===== config.mk =====
export PLATFORM = sky130hd
export DESIGN_NAME = ic_hit_merge
export DESIGN_NICKNAME = d
export VERILOG_FILES = /design/src/hw/ic_hit_merge.sv
export SDC_FILE = /design/constraint.sdc
export NUM_CORES = 1
export LEC_CHECK = 0
export ABC_AREA = 1
export BUFFER_PORTS_ARGS = -buffer_cell sky130_fd_sc_hd__buf_2
export CAP_MARGIN = 20
export CORE_AREA = 2 2 39 41
export CTS_BUF_LIST = sky130_fd_sc_hd__clkbuf_8
export CTS_CLUSTER_SIZE = 10
export DETAILED_ROUTE_END_ITERATION = 10
export DIE_AREA = 0 0 41 43
export PLACE_DENSITY = 0.3
export SLEW_MARGIN = 25
export SYNTH_ARGS = -nofsm -noshare
export SYNTH_HDL_FRONTEND = slang
export SYNTH_SLANG_ARGS = --single-unit

===== constraint.sdc =====
create_clock -name clk -period 0.8 [get_ports clk]
set_input_delay 0.04 -clock clk [delete_from_list [all_inputs] [get_ports clk]]
set_output_delay 0.04 -clock clk [all_outputs]
set_load 0.02 [all_outputs]

===== src/hw/ic_hit_merge.sv =====
// Instruction cache hit merger
// Encodes the per-way hit vector and registers the lookup response

module ic_hit_merge #(
	parameter int ways = 4
) (
	input  logic                     clk,
	input  logic                     rst,
	input  logic                     req_lookup,
	input  logic [ways-1:0]          way_hit,
	output logic                     resp_valid,
	output logic                     resp_hit,
	output logic [((ways > 1) ? $clog2(ways) : 1)-1:0] resp_way
);

	localparam int way_w = (ways > 1) ? $clog2(ways) : 1;

	// Binary number of the hitting way
	logic [way_w-1:0] hit_enc;

	// ========================================
	// Hit encoding
	// ========================================

	// OR the index of each set bit together
	// With a one-hot vector this gives the hitting way, with none it gives zero
	always_comb begin
		hit_enc = '0;
		for (int w = 0; w < ways; w++) begin
			if (way_hit[w]) begin
				hit_enc = hit_enc | way_w'(w);
			end
		end
	end

	// ========================================
	// Response register
	// ========================================

	// The strobe follows every lookup by exactly one cycle
	always_ff @(posedge clk or posedge rst) begin
		if (rst) begin
			resp_valid <= 1'b0;
			resp_hit   <= 1'b0;
		end else begin
			resp_valid <= req_lookup;
			if (req_lookup) begin
				resp_hit <= |way_hit;
			end
		end
	end

	// The way number only means something when resp_hit is set
	always_ff @(posedge clk) begin
		if (req_lookup) begin
			resp_way <= hit_enc;
		end
	end

	// Two ways holding the same valid tag would mean the victim logic went wrong
	a_single_hit: assert property (@(posedge clk) disable iff (rst)
		$onehot0(way_hit))
		else $error("ic_hit_merge: several ways hit at once (%b)", way_hit);

endmodule


---- After elaboration in Yosys (flattened, before gate mapping) ----
Cells that the tools add are included.
storage, ports and cells
  register bits after elaboration ......... 4
  input bits .............................. 7
  output and inout bits ................... 4
  logic and storage cells ................. 7
cells by class
  muxes and demuxes ....................... 1
  reductions and logical operators ........ 2
operator list
  operator            number
  4-bit OR reduction  1
  2-bit OR reduction  1
  1-bit 2-to-1 mux    1

---- Longest topological paths before layout ----
  depth after elaboration ................. 1
  gate-level depth with buffers ........... 4
  gate-level depth less buffers ........... 4

---- Worst setup path after synthesis ----
OpenSTA, ideal clock, no wires.
  path kind ............................... register -> register
  start ................................... reg resp_hit (netlist name)
  end ..................................... reg resp_hit
  library setup time ...................... 0.116 ns
  arrival ................................. 0.563 ns
  required time ........................... 0.684 ns
  slack ................................... 0.120 ns
  cell stages (with the launch flop) ...... 3
  path buffers ............................ 0
  clock period less this slack ............ 0.680 ns
  cells stage by stage .................... dfrtp_1 > nand2_1 > nand2_1
RTL lines
  element               RTL line  RTL
  to (signal assigned)  48        resp_hit <= |way_hit;
  to (decl)             12        output logic resp_hit,

---- Worst setup path in the final report ----
  start ................................... reg resp_way[1] in the netlist's numbering
  end ..................................... out resp_way[1] in the netlist's numbering
RTL lines
  element                 RTL line  RTL
  from (decl)             13        output logic [((ways > 1) ? $clog2(ways) : 1)-1:0] resp_way
  from (signal assigned)  56        resp_way <= hit_enc;
No word-level cell between the ends.

==> results by stage <==
Job:
- Max-cap violations in this run came to 0.

Clock tree:
- For this design, the sink count on the clock tree is 4.
- The clock passes through at most 2 buffers.
- In this run the number of H-tree levels came out at 1.
- The tree is rooted in a clkbuf_8.
- In this run, CTS created clock tree buffers numbering 3.
- TritonCTS built the clock tree.
- Clock-pin slew was measured on the worst setup and hold paths at 0.03 ns.
- The clock reaches the later pin of the worst-skew pair after 0.21 ns.

Status:
- The run finished with clean final reports.

Place:
- The detailed-placement wirelength estimate is 240 um.
- The cell total after placement is 40.
- The post-detailed-placement cell area is 223 um2.
- The worst setup timing slack at the placement stage is 0.173 ns.
- The congestion estimate from routability-driven global placement came to 0.621.
- The count of buffers added on input and output ports is 10.

Critical path:
- The startpoint type of the worst setup path is a register.
- The cell family contributing the most delay on the critical path is flip-flops.
- Of all nets on the critical path, the largest fanout is 1.
- STA classifies the critical path endpoint as an output pin.
- The slowest cell on the critical path is edfxtp_1.
- The type of the setup path with the least slack is reg2out.
- In this design, the stage delay of the slowest critical-path cell is 0.36 ns.
- Counting both buffers and inverters, the worst setup path holds a total of 1.
- For the worst setup path, the data required time is 0.76 ns.
- Walking the worst path, the cells encountered are buf_2.
- The signal arrival time at the worst endpoint is 0.74 ns.

Die:
- The die is 43 um tall.
- The die area is 0.00176 mm2.
- The placeable core region is 0.00138 mm2.
- Measured along the x axis, the die boundary spans 41 um.
- The starting utilization of the core area is 11.0%.
- The number of placement rows is 14.
- In this run the count of I/O pins placed on the die edge is 11.

Drt:
- The total routed wirelength is 314 um.
- Using the TritonRoute via totals, the vias-per-cell ratio works out to 2.83.
- The number of vias in the routed layout is 133.
- The violation count after the first detailed-routing iteration is 4.
- The iteration count of the initial detailed-routing pass is 2.
- In the routed design, unresolved DRC markers number 0.
- The average routed wire per standard cell is 6.68 um.
- The detail route stage leaves a number of antenna-violating nets equal to 0.

Synth:
- The commonest register cell after synthesis is edfxtp_1.
- The mean instance size in the synthesized netlist is 10.9 um2.
- Synthesis produced a netlist whose cell count is 14.
- The mapped netlist covers 153 um2.
- The most common cell in the netlist is nand2_1.
- The number of synthesized flops with an enable pin is 2.
- Summing the sequential cell areas from Yosys gives 72.1% of the chip area.
- The total of warnings raised by yosys is 0.
- Summed over its instances, the top area cell type makes up 39.3% of the synthesized netlist area.
- The post-synthesis net count is 21.
- The commonest cells after synthesis are nand2_1 (4), inv_1 (3), dfrtp_1 (2), edfxtp_1 (2).
- After synthesis, the share of flip-flops with an asynchronous set or reset is 50.0%.
- In this run, synthesis produced a sequential element count of 4.
- In the post-synthesis netlist, the biggest area contributors are edfxtp_1 (39%), dfrtp_1 (33%), nand2_1 (9.8%).
- The largest total area in the synthesized netlist belongs to edfxtp_1.
- After synthesis, the netlist uses 7 different library cells.

Timing:
- Once routing completed, OpenROAD measured the worst setup slack at 0.0212 ns.
- The final-report max-slew violation count is 0.
- Measured against its own limit, the worst slew margin works out to 92.9%.
- The number of hold violations in the final report is 0.
- The worst path uses 97.3% of the clock period.
- After layout, the minimum clock period comes to 0.779 ns.
- Setup violations remaining at the end of the flow were counted as 0.
- Setup repair after global routing left no endpoint under its margin.
- The slew of the pin with the lowest slew margin is 0.108 ns.
- The worst-case clock skew is 0 ns.
- The total negative slack is 0 ns.
- The upper clock frequency limit is 1280 MHz.

Pwr:
- The total power of the final layout is 753 uW.
- The net switching power of the design is 150 uW.
- The cell internal power dissipation is 603 uW.
- The power density over the cells is 2500 mW/mm2.
- The combinational share of power is 11.2%.
- In this run switching power makes up 20.0% of total power.
- The worst-case vdd ir drop is 0.000569 V.
- The clock group share of total power is 57.1%.
- In this run the static leakage power is 0.000153 uW.
- The share of total power dissipated in sequential elements is 31.8%.

Final layout:
- The register area is 110 um2.
- After routing the design area is 302 um2.
- The total inserted antenna cells is 0.
- The filler cell count in the final layout is 154.
- Relative to the synthesized area, the layout overhead comes to 97.5%.
- In the final layout, the share of cells above drive strength 1 is 48.4%.
- After the last flow step, the layout net total stands at 39.
- After the flow finishes, the layout carries non-filler instances totaling 47.
- The combined area of the multi-input logic cells is 31.3 um2.

GRT:
- The maximum number of pins on one net before global-route repair is 6.
- The first global-routing pass estimated 510 um of wire.
- Global routing used 5.34% of the available tracks across all layers.
- For this run the aggregate overflow at the end of global routing stands at 0.
- The number of antenna violations at the first check in global routing is 0.
- The number of global-route vias before repair is 133.

Min path:
- The type of the worst min-delay path is in2reg.
-- what timing repair did --
action | 4_1_cts | 5_1_grt
endpoints found under the hold margin | 3 | 0
hold buffers | 2 | 0
setup endpoints to repair | 0 | 1
setup buffers | 0 | 1
resized for setup | 0 | 2
-- per-layer routing --
metal	part of all wire [%]	vias up	wire length, um	global-route usage (%)
li1	-	74	-	-
met1	48	48	151	5.21
met2	32	11	102	5.00
met3	19	0	60	4.71
met4	0	0	0	8.00
met5	0	-	0	0
-- cells in the final DEF, fill, tap and decap left out --
master	Yosys	final
nor2_1	1	1
nor2_2	1	1
edfxtp_1	2	2
or2_1	1	1
buf_2	0	9
dfrtp_1	2	2
clkbuf_8	0	3
dlygate4sd3_1	0	2
buf_6	0	1
inv_1	3	4
buf_4	0	1
nand2_1	4	4
-- worst paths after layout --
| check | start | endpoint | slack [ns] | cells past startpoint |
|---|---|---|---|---|
| max in group asynchronous | rst | resp_hit | 0.47 | 3 |
| worst max register to register | resp_hit | resp_hit | 0.08 | 3 |
| worst min-delay path | way_hit[2] | resp_way[1] | 0.08 | 3 |
| min in group asynchronous | rst | resp_valid | 0.22 | 3 |
| worst max-delay path | resp_way[1] | resp_way[1] | 0.02 | 1 |
| worst min register to register | resp_hit | resp_hit | 0.59 | 3 |
-- metrics by stage --
stage / hold slack, ns / util [%]
after global placement: -0.107 / 16.1
after global routing: 0.0961 / 21.8
final: 0.0832 / 21.8
after detailed placement: -0.111 / 16.1
after floorplan: -0.219 / -
after CTS: 0.0782 / 20.8
-- cell families (layout without fill, tap and decap cells) --
family	Yosys count	count (layout)	share of synthesized area [%]
buf+inv	3	20	7.38
flops	4	4	72.1
simple gates	7	7	20.5
-- final cells by class --
| type | instances | share of cell area, % |
|---|---|---|
| timing repair buffer | 13 | 27.8 |
| sequential | 4 | 36.5 |
| multi-input combinational | 7 | 10.4 |
| clock inverter | 1 | 1.24 |
| tap | 16 | 6.64 |
| clock buffer | 3 | 13.7 |
| inverter | 3 | 3.73 |
-- state kept, by name, summed over array words and instances (netlist names) --
name,count
resp_valid,1
resp_way,2
resp_hit,1
-- power groups by stage --
| stage | Clock (uW) | Combinational (uW) | Sequential [uW] |
|---|---|---|---|
| 2_1_floorplan | 0 | 13.0 | 261 |
| 3_3_place_gp | 0 | 67.3 | 241 |
| 3_5_place_dp | 0 | 66.5 | 241 |
| 4_1_cts | 445 | 74.0 | 239 |
| 5_1_grt | 470 | 94.8 | 240 |
| 6_report | 430 | 84.1 | 239 |
(Power assumes the default switching activity.)
