--- src/hw/ic_valid.sv ---
// Instruction cache valid array
// One valid bit per way and line, set on fill, cleared on line or full invalidation

module ic_valid #(
	parameter int lines = 128,
	parameter int ways  = 4
) (
	input  logic                                clk,
	input  logic                                rst,
	input  logic                                req_fill,
	input  logic                                req_inv_line,
	input  logic                                req_inv_all,
	input  logic [$clog2(lines)-1:0]            req_index,
	input  logic [((ways > 1) ? $clog2(ways) : 1)-1:0] fill_way,
	output logic [ways-1:0]                     way_valid
);

	localparam int way_w = (ways > 1) ? $clog2(ways) : 1;

	// One bit vector per way, indexed by line
	logic [lines-1:0] valid_bits [ways];

	// ========================================
	// Valid bit update
	// ========================================

	// A fill wins over invalidation, although the controller never raises both
	// An invalidate line clears the addressed set in every way at once
	always_ff @(posedge clk or posedge rst) begin
		if (rst) begin
			for (int w = 0; w < ways; w++) begin
				valid_bits[w] <= '0;
			end
		end else if (req_fill) begin
			valid_bits[fill_way][req_index] <= 1'b1;
		end else if (req_inv_line) begin
			for (int w = 0; w < ways; w++) begin
				valid_bits[w][req_index] <= 1'b0;
			end
		end else if (req_inv_all) begin
			for (int w = 0; w < ways; w++) begin
				valid_bits[w] <= '0;
			end
		end
	end

	// Read the set named by the registered index
	// The controller uses this vector for victim choice, the tag ways for qualifying hits
	always_comb begin
		for (int w = 0; w < ways; w++) begin
			way_valid[w] = valid_bits[w][req_index];
		end
	end

	// ========================================
	// Assertions
	// ========================================

	// The controller must never name a way that does not exist
	// One extra bit holds the way count itself when ways is a power of two
	property p_fill_way_range;
		@(posedge clk) disable iff (rst)
		req_fill |-> ({1'b0, fill_way} < (way_w + 1)'(ways));
	endproperty
	a_fill_way_range: assert property (p_fill_way_range)
		else $error("ic_valid: fill to way %0d beyond %0d ways", fill_way, ways);

	// After an invalidate all, whatever set is addressed next must read as empty
	property p_inv_all_clears;
		@(posedge clk) disable iff (rst)
		req_inv_all |=> (way_valid == '0);
	endproperty
	a_inv_all_clears: assert property (p_inv_all_clears)
		else $error("ic_valid: set still valid after invalidate all");

endmodule

--- config.mk ---
export PLATFORM = sky130hd
export DESIGN_NAME = ic_valid
export DESIGN_NICKNAME = d
export VERILOG_FILES = /design/src/hw/ic_valid.sv
export SDC_FILE = /design/constraint.sdc
export NUM_CORES = 1
export LEC_CHECK = 0
export BUFFER_PORTS_ARGS = -buffer_cell sky130_fd_sc_hd__buf_4
export CAP_MARGIN = 10
export CELL_PAD_IN_SITES_DETAIL_PLACEMENT = 2
export CELL_PAD_IN_SITES_GLOBAL_PLACEMENT = 2
export CORE_AREA = 5 5 259 261
export CTS_CLUSTER_SIZE = 24
export DETAILED_ROUTE_END_ITERATION = 16
export DIE_AREA = 0 0 264 266
export PLACE_DENSITY_LB_ADDON = 0.1
export SKIP_CTS_REPAIR_TIMING = 1
export SKIP_LAST_GASP = 1
export SYNTH_ARGS = -nofsm -noshare
export SYNTH_HDL_FRONTEND = slang
export SYNTH_SLANG_ARGS = --single-unit
--- constraint.sdc ---
create_clock -name clk -period 16.8 [get_ports clk]
set_clock_uncertainty 0.1 [all_clocks]
set_input_delay 3.36 -clock clk [delete_from_list [all_inputs] [get_ports clk]]
set_output_delay 3.36 -clock clk [all_outputs]
set_load 0.005 [all_outputs]
# Word level (Yosys, flattened, before mapping)
# Cells that the tools add are included.
[classes] bitwise_logic=7 n_mux=15 reduce_logical=3 n_lt_le_gt_ge=4
[ops] operator="2-to-1 mux 512 bit" n=3
[ops] operator="AND 128 bit" n=4
[ops] operator="bitwise OR 512 bit" n=1
[ops] operator="demux 128 bit (select 2 bit)" n=1
[ops] operator="2-to-1 mux 128 bit" n=1
[ops] operator="inverter 128 bit" n=1
[ops] operator="binary-select mux 1 bit (select 7 bit)" n=4
[ops] operator="less-than comparator 7 x 8 -> 1 bit (second input constant)" n=1
[ops] operator="demux 1 bit (select 7 bit)" n=1
[ops] operator="greater-or-equal comparator 7 x 1 -> 1 bit (second input constant)" n=1
[ops] operator="2-to-1 mux 1 bit" n=5
[ops] operator="greater-or-equal comparator 3 bit (second input constant)" n=1
[ops] operator="less-than comparator 3 x 1 -> 1 bit (second input constant)" n=1
[ops] operator="inverter 2 -> 3 bit" n=1
[ops] operator="nonzero test 3 bit" n=1
[ops] operator="logical AND 1 bit" n=2
[totals] reg_bits=512 wordCells=33 in_bits=14 output_inout_bits=4

# Depth between registers and ports, before layout
# Gate-level depths: netlist (run 1).
[depth] ltp_word=8 mapped_depth=11 mapped_depth_nobuf=7

# Worst setup path after synthesis (run 1)
# OpenSTA, ideal clock, no wires.
[synth_path] path_type="input-to-output" start="input req_index[0]" end="output way_valid[1]" path_buffers=2 path_slack_ps=8242 required_ps=13340 t_arrival_ps=5098 stages=7 cell_sequence="buf_6 -> buf_8 -> mux4_2 -> mux4_2 -> o21ai_1 -> nor2_1 -> or3_1"
[synth_between] elab_chain_cells=2
[synth_rtl] item="from (decl)" line="13" text="input logic [$clog2(lines)-1:0] req_index,"
[synth_rtl] item="binary-select mux 1 bit (select 7 bit)" line="51" text="way_valid[w] = valid_bits[w][req_index];"
[synth_rtl] item="2-to-1 mux 1 bit (not written as such)" line="51"
[synth_rtl] item="to (decl)" line="15" text="output logic [ways-1:0] way_valid"
# Every way passes these cells. The select of a mux whose other input is x is not followed.

# Worst setup path after layout (run 1)
[layout_path] start="input req_index[0]" end="output way_valid[2]"
# The elaborated chain is that of the path after synthesis.

==> reports/results.ini, run 1 <==
[run_status]
status=completed

[timing]
hold_viol=0
grt_setup_unrepaired=false
period_needed_ns=11.20
drv_slew=0
tns_ns=0
fmax_ghz=0.0893
post-route-period-util_pct=66.7
setup_viol=0
slew_headroom_pct=13.6
tightest_slew_ns=1.29

[finish]
post-route-cell-area_um2=27000
top_register=valid_bits
fill_cells=6826
antennaDiodeCount=0
largest_reg_flops=512
layout-drive-gt1-share_pct=9.71
fin_cells=3327
largest_registers=valid_bits: 512 flops
nNetsFinal=2440
syn_to_final_growth_pct=11.9

[power_and_ir_drop]
p_int_mw=2.27
power_mw=3.19
ir_drop_mv=0.0725
p_leak_nw=12.1
clockPowerShare_pct=42.0
p_sw_mw=0.917
pwr-share-seq_pct=44.8
powerDensity_nw_per_um2=118
p_comb_share_pct=13.2
switching_share_pct=28.8

[routing]
drcViolationCount=0
routed.top_layer=met4
met3_wirelength_mm=5.59
wl_per_cell_um=31.8
wirelength_mm=106
wl_met2_mm=50.2
routed_via_density=6.42
via_count=21352
drt_iter0_drc=1660
ant_nets=0
wl_met1_mm=46.4
dr.pass1.iters=5

[worst_setup_path]
worstPathArrival_ns=7.74
worst_ep_required_time_ns=13.34
path_class=input pin to output pin
cp_slowest_cell=nor2b_4
crit_fanout=33
slowest_delay_ns=0.74
crit_family=buffers and inverters
worstSetupStartpointType=input pin
crit_path_frequent_cell=buf_4
end_kind=output pin
worstPathCellList=buf_4, buf_4, nor2b_4, buf_4, a221oi_1, nor2_1, nor3_1, or4_1, a211oi_1, buf_4
crit_buf_inv=4

[global_route]
grt_pass1_wl_mm=159
grt_max_degree=160
grt-ovfl-total=0
grt_util_all_layers_pct=29.5
antenna_found_initial=1
first_global_vias=23113

[synth]
synth_cell_types=56
yosysMostFrequentCell=nand2_1
synth_edf_count=0
synth_top_flop_cell=dfrtp_1
synth_top_area_share_pct=53.0
synthTopCellsByArea=dfrtp_1, nand2_1, o21ai_0
synthTopCellsByCount=nand2_1, dfrtp_1, o21ai_0
syn-mean-instance-area_um2=9.71
syn-num-nets=2503
yosysSeqAreaShare_pct=53.0
synth.largest_area_cell=dfrtp_1
ys_seq_elements=512
postSynth.asyncResetShare_pct=100
syn_area_um2=24200
syn_inst=2489
yosys_warnings=0

[floorplan]
dieArea_um2=70200
start_util_pct=37.6
row_count=93
coreArea_um2=64200
io_pins=18
die_y_um=266
die_x_um=264

[cts]
cts_tree=built
clk_path_buf_depth=3
h-tree-depth=2
numCtsBuffers=60
clockRootBuffer=clkbuf_16
clk_pin_slew_ns=0.06
cts_sinks=512
clkLatencyLatePin_ns=0.63

[placement]
place_area_um2=25100
place_congestion=0.844
place_hpwl_mm=66.5
port_buffers=17
dp.cells=3219

[run]
maxCapViolations=0

[min_path]
min-delay-path-class=register to register

## area by class of cell
type,instances,area [um^2],area share [%]
Tap cell,855,1070,3.96
Timing Repair Buffer,63,505,1.87
Multi-Input combinational cell,1781,10700,39.4
Clock inverter,20,203,0.749
Sequential cell,512,12800,47.4
Inverter,8,33.8,0.125
Clock buffer,88,1770,6.54
## path summary, 6_finish.rpt
check	start	end	slack [ns]	cells after the start
setup reg to reg	valid_bits[367]	valid_bits[367]	15.74	2
min in group asynchronous	rst	valid_bits[218]	2.74	2
hold / removal	valid_bits[139]	valid_bits[139]	0.38	2
setup / recovery	req_index[0]	way_valid[2]	5.60	10
max in group asynchronous	rst	valid_bits[464]	11.57	4
hold reg to reg	valid_bits[139]	valid_bits[139]	0.38	2
## per-layer routing
metal	GRT usage, %	up-vias
met5	0	-
met4	9.51	0
met3	4.20	185
met2	48.8	682
met1	40.3	11467
li1	-	9018
## power by group through the flow
stage                     clock [mW]  sequential (mW)  combinational [mW]
after floorplan                    0             1.40               0.287
after detailed placement           0             1.44               0.420
after global placement             0             1.44               0.399
after global routing            1.41             1.43               0.452
final                           1.34             1.43               0.423
after CTS                       1.36             1.42               0.423
## logic make-up (layout without fill, tap and decap cells)
family,count (synthesis),in the layout,synth area share (%)
compound gates,991,991,28.2
simple gates,724,724,11.7
flops,512,512,53.0
buf+inv,196,179,3.38
mux,66,66,3.68
## cells in the final DEF (no fill, tap or decap), types with 4 or more instances in the layout
| cell type | Yosys | routed |
|---|---|---|
| a211oi_1 | 9 | 9 |
| a21o_1 | 109 | 109 |
| o22a_1 | 7 | 7 |
| nor2_1 | 115 | 112 |
| or2_2 | 4 | 4 |
| a21oi_1 | 27 | 27 |
| a22o_1 | 186 | 186 |
| buf_4 | 2 | 60 |
| o221a_2 | 9 | 9 |
| clkinv_2 | 0 | 15 |
| dfrtp_1 | 512 | 512 |
| nor2b_4 | 0 | 5 |
| a221oi_1 | 154 | 154 |
| bufinv_16 | 0 | 4 |
| clkbuf_16 | 0 | 61 |
| and2_1 | 6 | 4 |
| mux4_2 | 16 | 16 |
| o221ai_1 | 6 | 6 |
| nand2b_1 | 7 | 6 |
| mux2_2 | 23 | 23 |
| nand3_1 | 6 | 5 |
| o22ai_1 | 15 | 15 |
| o31ai_1 | 4 | 4 |
| clkbuf_1 | 127 | 13 |
| nand2_1 | 554 | 551 |
| nor3_1 | 13 | 9 |
| clkbuf_8 | 0 | 14 |
| mux2i_1 | 27 | 27 |
| o21ai_0 | 415 | 415 |
| a22oi_1 | 22 | 22 |
## stage by stage
stage | utilization [%] | hold slack (ns) | setup WS [ns]
2_1_floorplan | - | 0.343 | 6.39
3_3_place_gp | 39.0 | 0.359 | 5.85
5_1_grt | 42.1 | 0.397 | 5.56
4_1_cts | 42.1 | 0.381 | 5.73
6_report | 42.1 | 0.378 | 5.60
3_5_place_dp | 39.0 | 0.365 | 5.74
## tightest hold or removal path, stage by stage (launching register included)
cell	delay, ns
dfrtp_1	0.34
nand2_1	0.04
o21ai_0	0.06
No activity file was read; power rests on OpenSTA's default activity.
==> inputs of run 2 (changes only) <==
==> constraint.sdc (replaced) <==
create_clock -name clk -period 11.7 [get_ports clk]
set_clock_uncertainty 0.1 [all_clocks]
set_input_delay 2.34 -clock clk [delete_from_list [all_inputs] [get_ports clk]]
set_output_delay 2.34 -clock clk [all_outputs]
set_load 0.005 [all_outputs]
==> run 2 against run 1 <==
  * Via count is 0.63% lower
  * Worst hold slack better by 0.0024 ns
  * Die area stayed put
  * Critical path depth stayed put
  * Final cell count is 0.33% lower
  * Count of clock-buffer cells in the layout is 4 lower
  * Sequential share of layout area is 0.23 points higher
  * First-iteration DRC count is 3.7% higher
  * Combinational power is 42% higher
  * Global-route usage is 0.24 points lower
  * Total power is 41% higher
  * Critical path type unchanged
  * Critical endpoint unchanged
  * Largest power group unchanged
==> reports/results.ini, run 2 (synthesized netlist as in run 1, its figures left out) <==
[run_status]
status=completed

[floorplan]
row_count=93
die_y_um=266
dieArea_um2=70200
start_util_pct=37.6
die_x_um=264
coreArea_um2=64200
io_pins=18

[global_route]
grt_max_degree=158
globalRouteMet1Util_pct=38.8
grt-busiest-layer=met2
antenna_found_initial=0
grt_util_all_layers_pct=29.2
use_met3_pct=4.75
grt_pass1_wl_mm=157
grt_util_met2_pct=49.2
grt-ovfl-total=0
first_global_vias=23085

[worst_setup_path]
worstSetupStartpointType=input pin
path_class=input pin to output pin
end_kind=output pin
crit_fanout=38
worstPathArrival_ns=6.65
cp_slowest_cell=o311ai_0
slowest_delay_ns=0.71
crit_path_frequent_cell=buf_4
worstPathCellList=buf_4, buf_4, and2_2, buf_4, a221oi_1, o221a_2, o311ai_0, a21oi_1, a211oi_1, buf_4
worst_ep_required_time_ns=9.26

[power_and_ir_drop]
p_comb_share_pct=13.4
powerDensity_nw_per_um2=167
clockPowerShare_pct=41.3
p_leak_nw=12.0
switching_share_pct=28.6
p_int_mw=3.22
ir_drop_mv=0.0984
pwr-share-seq_pct=45.4
p_sw_mw=1.29

[cts]
h-tree-depth=2
numCtsBuffers=58
clkLatencyLatePin_ns=0.63
clockRootBuffer=clkbuf_16
cts_tree=built
clk_pin_slew_ns=0.06
clk_path_buf_depth=3
cts_sinks=512

[finish]
syn_to_final_growth_pct=11.4
fin_cells=3316
final_common_cell=nand2_1
fin_util_pct=41.9
fill_cells=6755
top_register=valid_bits
final_cell_mix=nand2_1, dfrtp_1, o21ai_0, a22o_1, a221oi_1
largest_reg_flops=512
antennaDiodeCount=0
largest_registers=valid_bits: 512 flops
nNetsFinal=2432
layout-drive-gt1-share_pct=9.31

[placement]
place_hpwl_mm=65.9
place_congestion=0.839
place_ws_ns=2.77
port_buffers=17
dp.cells=3213

[routing]
drcViolationCount=0
drt_iter0_drc=1722
ant_nets=0
dr.pass1.iters=5
wirelength_mm=105
routed_via_density=6.40
wl_per_cell_um=31.6
via_count=21217

[timing]
slew_headroom_pct=17.5
period_needed_ns=9.09
tns_ns=0
whs_ns=0.380
tightest_slew_ns=1.24
setup_slack_ns=2.61
drv_slew=0
hold_viol=0
fmax_ghz=0.110
setup_viol=0
post-route-period-util_pct=77.7
grt_setup_unrepaired=false

[min_path]
min-delay-path-class=register to register

[run]
maxCapViolations=0

## run 2: cell count changes in the layout (fill, tap and decap cells not counted), sizes merged
| cell | before | now |
|---|---|---|
| clkbuf | 88 | 84 |
| buf | 63 | 57 |
| clkinvlp | 2 | 3 |
| clkinv | 17 | 14 |
| inv | 5 | 6 |
## run 2: final timing paths
kind / startpoint / endpoint / slack (ns) / cells past startpoint
max: req_index[2] / way_valid[2] / 2.61 / 10
min: valid_bits[420] / valid_bits[420] / 0.38 / 2
max reg2reg: valid_bits[361] / valid_bits[361] / 10.63 / 2
min reg2reg: valid_bits[420] / valid_bits[420] / 0.38 / 2
max in group asynchronous: rst / valid_bits[291] / 7.46 / 4
min in group asynchronous: rst / valid_bits[474] / 1.74 / 2
## run 2: area by class of cell
class | instances | area [um^2] | area share [%]
Tap cell | 855 | 1070 | 3.97
Sequential cell | 512 | 12800 | 47.6
Inverter | 8 | 33.8 | 0.125
Clock inverter | 19 | 204 | 0.758
Clock buffer | 84 | 1690 | 6.28
Multi-Input combinational cell | 1781 | 10700 | 39.6
Timing Repair Buffer | 57 | 453 | 1.68
## run 2: critical path, delay by kind of cell
family	cells	cell delay, ns
compound gates	5	2.04
buf+inv	4	1.75
simple gates	1	0.40
## run 2: per-layer routing
layer | part of all wire (%) | vias up
met1 | 43 | 11351
met2 | 48 | 662
li1 | - | 9010
met5 | 0 | -
met3 | 5.5 | 194
met4 | 3.7 | 0
## run 2: power groups by stage
stage | Sequential, mW | Clock, mW | Combinational, mW
finish | 2.04 | 1.86 | 0.602
global route | 2.05 | 1.97 | 0.647
CTS | 2.04 | 1.89 | 0.602
detailed placement | 2.07 | 0 | 0.599
global placement | 2.06 | 0 | 0.574
floorplan | 2.01 | 0 | 0.412
## run 2: per-stage QoR
step	power (mW)	cell area [um^2]
CTS	4.53	26900
floorplan	2.42	24200
global route	4.67	26900
detailed placement	2.67	25000
finish	4.51	26900
global placement	2.64	25000
