<file path="src/hw/icache_pkg.sv">
// Instruction cache tag section package
// Holds the address geometry and the command opcode encoding shared by the RTL

package icache_pkg;

	// ========================================
	// Address geometry
	// ========================================

	// Width of a physical code address in bits
	localparam int addr_w = 32;

	// A line holds 128 bytes, so the low seven address bits select a byte in the line
	// These bits never reach the tag or index logic
	localparam int off_w = 7;

	// The index and tag widths depend on the line count, which is a module parameter
	// Each module derives them locally from lines and the two constants above

	// ========================================
	// Command opcodes
	// ========================================

	// Lookup compares the tag of the address against every way of its set
	// Fill installs the tag in the victim way chosen by the controller
	// Invalidate line clears every way of one set
	// Invalidate all clears the whole valid array
	typedef enum logic [1:0] {
		op_lookup   = 2'd0,
		op_fill     = 2'd1,
		op_inv_line = 2'd2,
		op_inv_all  = 2'd3
	} ic_op_e;

	// Only lookups produce a response
	// Fills and invalidates complete silently two cycles after their strobe

endpackage

</file>
<file path="src/hw/ic_req_ctrl.sv">
// Instruction cache request controller
// Registers each command, splits its address and picks the victim way for fills

module ic_req_ctrl #(
	parameter int lines = 128,
	parameter int ways  = 4
) (
	input  logic                     clk,
	input  logic                     rst,
	input  logic                     cmd_valid,
	input  icache_pkg::ic_op_e       cmd_op,
	input  logic [icache_pkg::addr_w-1:0] cmd_addr,
	input  logic [ways-1:0]          set_valid,
	output logic                     req_lookup,
	output logic                     req_fill,
	output logic                     req_inv_line,
	output logic                     req_inv_all,
	output logic [$clog2(lines)-1:0] req_index,
	output logic [icache_pkg::addr_w-icache_pkg::off_w-$clog2(lines)-1:0] req_tag,
	output logic [((ways > 1) ? $clog2(ways) : 1)-1:0] fill_way
);

	localparam int idx_w = $clog2(lines);
	localparam int tag_w = icache_pkg::addr_w - icache_pkg::off_w - idx_w;
	localparam int way_w = (ways > 1) ? $clog2(ways) : 1;

	// Round-robin replacement pointer shared by every set
	logic [way_w-1:0] rr_ptr;

	// Lowest way of the set that holds no valid line
	logic [way_w-1:0] first_free;
	logic             set_full;

	// ========================================
	// Command register
	// ========================================

	// Decode the opcode into one-hot strobes, each lasting a single cycle
	always_ff @(posedge clk or posedge rst) begin
		if (rst) begin
			req_lookup   <= 1'b0;
			req_fill     <= 1'b0;
			req_inv_line <= 1'b0;
			req_inv_all  <= 1'b0;
		end else begin
			req_lookup   <= cmd_valid && (cmd_op == icache_pkg::op_lookup);
			req_fill     <= cmd_valid && (cmd_op == icache_pkg::op_fill);
			req_inv_line <= cmd_valid && (cmd_op == icache_pkg::op_inv_line);
			req_inv_all  <= cmd_valid && (cmd_op == icache_pkg::op_inv_all);
		end
	end

	// The byte offset is dropped, the index picks the set and the rest is the tag
	always_ff @(posedge clk) begin
		if (cmd_valid) begin
			req_index <= cmd_addr[icache_pkg::off_w +: idx_w];
			req_tag   <= cmd_addr[icache_pkg::addr_w-1 -: tag_w];
		end
	end

	// ========================================
	// Victim selection
	// ========================================

	// Scan from the top down so the lowest invalid way is the one left standing
	always_comb begin
		first_free = '0;
		for (int w = ways - 1; w >= 0; w--) begin
			if (!set_valid[w]) begin
				first_free = way_w'(w);
			end
		end
	end

	assign set_full = &set_valid;

	// A set with a hole is refilled in place, a full set evicts at the pointer
	assign fill_way = set_full ? rr_ptr : first_free;

	// The pointer moves only when a valid line is actually replaced
	always_ff @(posedge clk or posedge rst) begin
		if (rst) begin
			rr_ptr <= '0;
		end else if (req_fill && set_full) begin
			if (rr_ptr == way_w'(ways - 1)) begin
				rr_ptr <= '0;
			end else begin
				rr_ptr <= rr_ptr + 1'b1;
			end
		end
	end

	// ========================================
	// Assertions
	// ========================================

	a_one_strobe: assert property (@(posedge clk) disable iff (rst)
		$onehot0({req_lookup, req_fill, req_inv_line, req_inv_all}))
		else $error("ic_req_ctrl: more than one command strobe active");

	a_ptr_range: assert property (@(posedge clk) disable iff (rst)
		rr_ptr <= way_w'(ways - 1))
		else $error("ic_req_ctrl: replacement pointer %0d out of range", rr_ptr);

endmodule

</file>
<file path="config.mk">
export PLATFORM = sky130hd
export DESIGN_NAME = ic_req_ctrl
export DESIGN_NICKNAME = d
export VERILOG_FILES = /design/src/hw/icache_pkg.sv /design/src/hw/ic_req_ctrl.sv
export SDC_FILE = /design/constraint.sdc
export NUM_CORES = 1
export LEC_CHECK = 0
export ABC_AREA = 1
export BUFFER_PORTS_ARGS = -buffer_cell sky130_fd_sc_hd__buf_4
export CAP_MARGIN = 30
export CORE_MARGIN = 2
export CORE_UTILIZATION = 39
export CTS_CLUSTER_DIAMETER = 50
export DETAILED_ROUTE_END_ITERATION = 6
export GPL_ROUTABILITY_DRIVEN = 0
export GPL_TIMING_DRIVEN = 1
export PLACE_DENSITY = 0.76
export SYNTH_ARGS = -nofsm -noshare
export SYNTH_HDL_FRONTEND = slang
export SYNTH_SLANG_ARGS = --single-unit
</file>
<file path="constraint.sdc">
create_clock -name clk -period 1.3 [get_ports clk]
set_input_delay 0 -clock clk [delete_from_list [all_inputs] [get_ports clk]]
set_output_delay 0 -clock clk [all_outputs]
set_load 0.01 [all_outputs]
</file>
* After elaboration in Yosys (flattened, before gate mapping)
Cells that the tools add are included.
** Word-level totals
- Flip-flop bits (word level) :: 31
- Input bits :: 41
- Logic and storage cells :: 25
- Output and inout bits :: 31
** Cells by class
- Add/subtract/negate cells :: 1
- Equality and inequality tests :: 4
- Muxes and demuxes :: 6
- Reduce and logical (&&, ||, !) cells :: 7
** Operators with widths (number)
- 2-bit two-way mux :: 6
- 2-bit equality test, second input constant :: 3
- 1-bit logical AND :: 5
- 4-bit AND reduction :: 1
- 2-bit by 1-bit adder with 2-bit output, second input constant :: 1
- 2-bit by 1-bit equality test with 1-bit output, second input constant :: 1
- 2-bit logical NOT :: 1

* Depth between registers and ports, before layout
Gate-level depths: netlist of the first run.
- Depth in word-level cells :: 5
- Mapped depth :: 5
- Depth with buffers taken out :: 5

* Least setup slack after synthesis of the first run
No wires, ideal clock.
- Path type :: reg2reg
- Start :: reg rr_ptr[0]
- End :: reg rr_ptr[1]
- Buffers on the path :: 0
- Slack :: 0.398 ns
- Stages on the path, launching flop included :: 4
- Library setup time :: 0.117 ns
- Arrival :: 0.786 ns
- Required time :: 1.183 ns
- Period minus slack after synthesis :: 0.902 ns
- Cell sequence :: dfrtp_1 > ha_1 > nand3_1 > nand2_1
** On the way
- Cells in the longest elaborated chain, start to end :: 2
** RTL lines
- from (decl) :: RTL line ic_req_ctrl.sv:28 : logic [way_w-1:0] rr_ptr;
- from (signal assigned) :: RTL line ic_req_ctrl.sv:88 : rr_ptr <= rr_ptr + 1'b1;
- 2-bit by 1-bit adder with 2-bit output or 2-bit equality test (tied branches) :: RTL line ic_req_ctrl.sv:88, ic_req_ctrl.sv:85
- 2-bit two-way mux * :: RTL line ic_req_ctrl.sv:85 : if (rr_ptr == way_w'(ways - 1)) begin
Mark *: on every way between the ends. The rest lies on a longest branch, timed or not.
A chain may end at the register's enable or synchronous reset.

* Final worst setup path of the first run
- Start :: in cmd_op[0]
- End :: reg req_lookup
** On the way
- Cells in the longest elaborated chain, start to end :: 2
** RTL lines
- from (decl) :: RTL line ic_req_ctrl.sv:11 : input icache_pkg::ic_op_e cmd_op,
- 2-bit logical NOT :: RTL line ic_req_ctrl.sv:46 : req_lookup <= cmd_valid && (cmd_op == icache_pkg::op_lookup);
- 1-bit logical AND :: RTL line ic_req_ctrl.sv:46
- to (signal assigned) :: RTL line ic_req_ctrl.sv:46
- to (decl) :: RTL line ic_req_ctrl.sv:14 : output logic req_lookup,
Every way passes these cells.

==> run_results.csv, run 1 <==
group,metric,value,unit
sta,grt_setup_unrepaired,"no",
die,die_area,3090,sq um
cts,cts_max_level,2,
die,coreArea,2500,sq um
layout,multi_input_area,115,sq um
pwr,vdd_ir_drop_max,1110,uV
detailed_routing,routed_wl,2840,um
detailed_routing,ant_nets,0,
sta,relSlewSlack,79.5,%
die,std_cell_rows,18,
detailed_routing,post_drt_wl_per_cell,15.0,um
run_status,status,"finished, final reports clean",
layout,diodes,0,
worst_setup_path,cp.required,1.57,ns
detailed_routing,drtIter0Drc,23,
synthesis,synth.distinct_cells,12,
cts,cts_setup_buffers,0,
sta,tightest_slew,0.307,ns
cts,insertion_delay,0.32,ns
global_routing,antenna_found_initial,0,
sta,fmax,0.854,GHz
global_routing,grt_max_degree,27,
sta,finalCritPeriodShare,90.1,%
worst_setup_path,slowest_stage,"dlygate4sd3_1",
hold_path,min_path_type,"primary input to register",
detailed_routing,vias,845,
sta,finalSetupViolations,0,
layout,syn2layout_area_growth,82.7,%
cts,cts_root_buf,"clkbuf_4",
global_routing,grt_pass1_wl,4510,um
detailed_routing,drtPass1Iterations,4,
synthesis,ys_seq_area_share,86.7,%
sta,tns,0,ns
global_routing,track_usage,20.5,%
synthesis,synth.avg_cell_area,17.9,sq um
synthesis,synth_nets,100,
layout,register_area,901,sq um
flow_run,maxCapViolations,0,
die,die_y,55.6,um
pwr,powerDensity,1080,nW/um^2
cts,cts_made_buffers,5,
worst_setup_path,path_common_cell,"dlygate4sd3_1",
worst_setup_path,critPathArrivalTime,1.44,ns
layout,instances_no_fill,189,
sta,hold_viol,0,
cts,cts_sinks,31,
worst_setup_path,crit_chain,"dlygate4sd3_1, buf_4, nor3_1, dlygate4sd3_1",
placed_design,placed_cells,152,
worst_setup_path,critPathKind,"primary input to register",
sta,period_minus_slack,1.17,ns
detailed_routing,viasPerCell,4.47,
worst_setup_path,crit_path_max_fanout,3,
worst_setup_path,startpoint_type,"primary input",
sta,clock_skew,0.000257,ns
synthesis,syn_inst,58,
sta,drv_slew,0,
placed_design,dpl.hpwl,1510,um
layout,fin_nets,200,
synthesis,synth_area,1040,sq um
worst_setup_path,reg2reg_depth,3,
cts,clockBufferDepth,2,
die,initial_utilization,41.5,%
worst_setup_path,end_kind,"register",
layout,fillers,148,
pwr,leakagePower,0.868,nW
detailed_routing,drcViolationCount,0,
cts,cts_tree,"yes",
synthesis,yosysWarningCount,0,
hold_path,hold_depth,5,
worst_setup_path,cp_slowest_stage_delay,0.57,ns
synthesis,yosys_register_bits,31,
global_routing,grt_pass1_vias,974,
placed_design,port_buffers,64,
layout,drive_gt1_share,46.5,%
cts,clk_pin_slew,0.10,ns
global_routing,grt-ovfl-total,0,
die,io_pins,72,
die,fp.dieW,55.6,um
## stage by stage
stage	power (mW)	util, %	worst slack, ns	instance area [sq um]	hold slack, ns
finish	2.05	75.9	0.129	1900	0.0606
floorplan	1.28	-	0.398	1040	-0.209
CTS	2.04	75.9	0.193	1900	0.0563
detailed placement	1.48	62.3	0.366	1560	-0.0716
global route	2.14	75.9	0.0622	1900	0.0694
global placement	1.47	62.3	0.384	1560	-0.0782
## repair_timing
| action | in CTS | in global routing |
|---|---|---|
| gates resized for setup | 0 | 0 |
| setup endpoints to repair | 0 | 0 |
| endpoints found under the hold margin | 35 | 0 |
| hold buffers | 29 | 0 |
## placed cells by master (no fill, tap or decap)
cell type / instances
buf_4: 64
dlygate4sd3_1: 29
edfxtp_1: 25
inv_1: 6
dfrtp_1: 6
nand2_1: 5
clkbuf_4: 5
nor3_1: 4
nand2_2: 3
nor2_1: 3
nand3_1: 2
clkbuf_1: 2
nor2_4: 1
a21boi_0: 1
o21ai_1: 1
ha_1: 1
clkinv_2: 1
## routing by layer
metal	global-route usage (%)	wire length (um)	vias to the layer above
met5	0	0	-
met3	11.9	373	6
li1	-	-	402
met1	19.4	985	386
met4	11.5	72	0
met2	34.4	1410	51
## cells by family (layout without fill, tap and decap cells)
| family | after synthesis | count (layout) | share of synthesized area (%) |
|---|---|---|---|
| simple gates | 18 | 18 | 8.68 |
| compound gates | 2 | 2 | 1.20 |
| flops | 31 | 31 | 86.7 |
| buf+inv | 6 | 107 | 2.17 |
| fa+ha+maj | 1 | 1 | 1.20 |
## final timing paths
path | endpoint | slack, ns | startpoint
worst max-delay path | req_lookup | 0.13 | cmd_op[0]
min in group asynchronous | req_fill | 0.14 | rst
worst max register to register | rr_ptr[1] | 0.35 | rr_ptr[0]
worst min-delay path | rr_ptr[1] | 0.06 | set_valid[3]
max in group asynchronous | req_lookup | 0.97 | rst
worst min register to register | rr_ptr[1] | 0.52 | rr_ptr[1]
## synth_stat cells, drive strengths merged
master | number | area share [%]
edfxtp | 25 | 72
nand2 | 8 | 3.6
dfrtp | 6 | 14
inv | 6 | 2.2
nor2 | 4 | 2.2
nor3 | 4 | 1.9
nand3 | 2 | 0.96
a21boi | 1 | 0.72
ha | 1 | 1.2
o21ai | 1 | 0.48
## area by class of cell
cell class | count | share of cell area, %
Clock inverter | 1 | 0.264
Sequential cell | 31 | 47.5
Tap cell | 30 | 1.98
Timing Repair Buffer | 93 | 40.6
Inverter | 6 | 1.19
Multi-Input combinational cell | 21 | 6.07
Clock buffer | 7 | 2.37
## sequential cells by signal, summed over array words and instances (netlist names)
signal and count:
req_inv_all 1, rr_ptr 2, req_fill 1, req_tag 18
req_index 7, req_inv_line 1, req_lookup 1
## power breakdown
group / internal [mW] / switching [mW]
Sequential: 1.16 / 0.0320
Clock: 0.210 / 0.298
Combinational: 0.214 / 0.140
Total: 1.58 / 0.470
## critical path, delay by kind of cell
family	cells	cell delay (ns)
AND/OR/NAND/NOR	1	0.17
buffers and inverters	3	1.27
Note: power is estimated with default switching activity, not from simulation.
==> run 2: changes to the inputs <==
==> constraint.sdc (replaced) <==
create_clock -name clk -period 1.2 [get_ports clk]
set_input_delay 0 -clock clk [delete_from_list [all_inputs] [get_ports clk]]
set_output_delay 0 -clock clk [all_outputs]
set_load 0.01 [all_outputs]
==> run 2 against run 1 <==
Design area is essentially flat; final cell count did not move; critical path type unchanged; flip-flop and latch count unchanged; critical endpoint unchanged; critical path depth unchanged; core utilization down 0.050 points; first-iteration DRC count decreased by 39%.
==> run_results.csv, run 2 (synthesis gave the netlist of run 1 again) <==
group,metric,value,unit
layout,largest-register,"req_tag",
worst_setup_path,startpoint_type,"primary input",
cts,cts_max_level,2,
sta,layout_setup_ws,0.0283,ns
die,initial_utilization,41.5,%
sta,relSlewSlack,79.3,%
sta,drv_slew,0,
die,fp.dieW,55.6,um
detailed_routing,drcViolationCount,0,
worst_setup_path,critPathKind,"primary input to register",
global_routing,track_usage,19.2,%
pwr,powerDensity,1170,nW/um^2
sta,tightest_slew,0.311,ns
global_routing,grt-ovfl-total,0,
cts,insertion_delay,0.32,ns
detailed_routing,drtIter0Drc,14,
sta,finalCritPeriodShare,97.6,%
cts,cts_hold_buf,29,
detailed_routing,post_drt_wl_per_cell,13.7,um
detailed_routing,ant_nets,0,
layout,fin_nets,200,
sta,tns,0,ns
placed_design,port_buffers,64,
die,coreArea,2500,sq um
global_routing,grt_pass1_wl,4230,um
layout,largest_reg_flops,18,
sta,fmax,0.853,GHz
run_status,status,"finished, final reports clean",
hold_path,min_path_type,"primary input to register",
cts,cts_root_buf,"clkbuf_4",
global_routing,grt_max_degree,27,
cts,post_cts_resized,0,
layout,final_common_cell,"buf_4",
cts,cts_setup_buffers,0,
layout,drive_gt1_share,45.9,%
worst_setup_path,reg2reg_depth,3,
layout,final_cell_mix,"buf_4, dlygate4sd3_1, edfxtp_1",
hold_path,hold_depth,5,
sta,hold_viol,0,
layout,final_cell_area,1900,sq um
global_routing,grt_pass1_vias,951,
sta,grt_setup_unrepaired,"no",
cts,clockBufferDepth,2,
die,die_y,55.6,um
layout,syn2layout_area_growth,82.5,%
worst_setup_path,critPathArrivalTime,1.43,ns
detailed_routing,vias,827,
cts,cts_sinks,31,
sta,period_minus_slack,1.17,ns
detailed_routing,viasPerCell,4.38,
detailed_routing,drtPass1Iterations,4,
layout,reg_top3,"req_tag x18, req_index x7, rr_ptr x2",
worst_setup_path,cp.required,1.46,ns
placed_design,dpl.hpwl,1470,um
worst_setup_path,end_kind,"register",
worst_setup_path,crit_path_max_fanout,3,
placed_design,place_ws,0.262,ns
die,io_pins,72,
cts,cts_tree,"yes",
layout,instances_no_fill,189,
global_routing,antenna_found_initial,0,
cts,clk_pin_slew,0.08,ns
layout,diodes,0,
pwr,leakagePower,0.866,nW
cts,cts_made_buffers,5,
die,std_cell_rows,18,
sta,clock_skew,0.000146,ns
placed_design,placed_area,1560,sq um
flow_run,maxCapViolations,0,
die,die_area,3090,sq um
detailed_routing,routed_wl,2580,um
layout,fillers,144,
placed_design,placed_cells,152,
sta,finalSetupViolations,0,
pwr,vdd_ir_drop_max,1070,uV
run 2: power breakdown:
part,switching [mW],internal [mW]
combinational,0.146,0.232
clock,0.332,0.217
sequential,0.0308,1.25
run 2: worst max-delay path, cell delays in order:
cell	delay, ns
dlygate4sd3_1	0.54
buf_4	0.14
nor3_1	0.17
dlygate4sd3_1	0.57
run 2: metal layers:
metal	wire [um]	vias to the layer above	GRT usage [%]
met4	23	0	10.5
met3	331	2	12.6
met5	0	-	0
met1	918	367	18.1
met2	1310	51	31.5
li1	-	407	-
run 2: path summary, 6_finish.rpt:
path	start	endpoint	slack (ns)
min in group asynchronous	rst	rr_ptr[0]	0.15
worst min-delay path	set_valid[3]	rr_ptr[1]	0.06
worst max register to register	rr_ptr[0]	rr_ptr[1]	0.26
max in group asynchronous	rst	rr_ptr[1]	0.87
worst min register to register	rr_ptr[1]	rr_ptr[1]	0.51
worst max-delay path	cmd_op[1]	req_lookup	0.03
run 2: through the flow:
step                power [mW]  hold slack (ns)  utilization (%)
finish                    2.21           0.0592             75.8
global route              2.32           0.0672             75.8
CTS                       2.21           0.0435             75.8
detailed placement        1.61          -0.0658             62.3
global placement          1.60          -0.0781             62.3
floorplan                 1.38           -0.209                -
run 2: layout make-up:
| cell class | count | area, sq um | share of cell area [%] |
|---|---|---|---|
| multi-input combinational | 21 | 115 | 6.07 |
| inverter | 6 | 22.5 | 1.19 |
| timing repair buffer | 93 | 771 | 40.7 |
| tap | 30 | 37.5 | 1.98 |
| sequential | 31 | 901 | 47.5 |
| clock inverter | 2 | 7.51 | 0.396 |
| clock buffer | 6 | 41.3 | 2.18 |
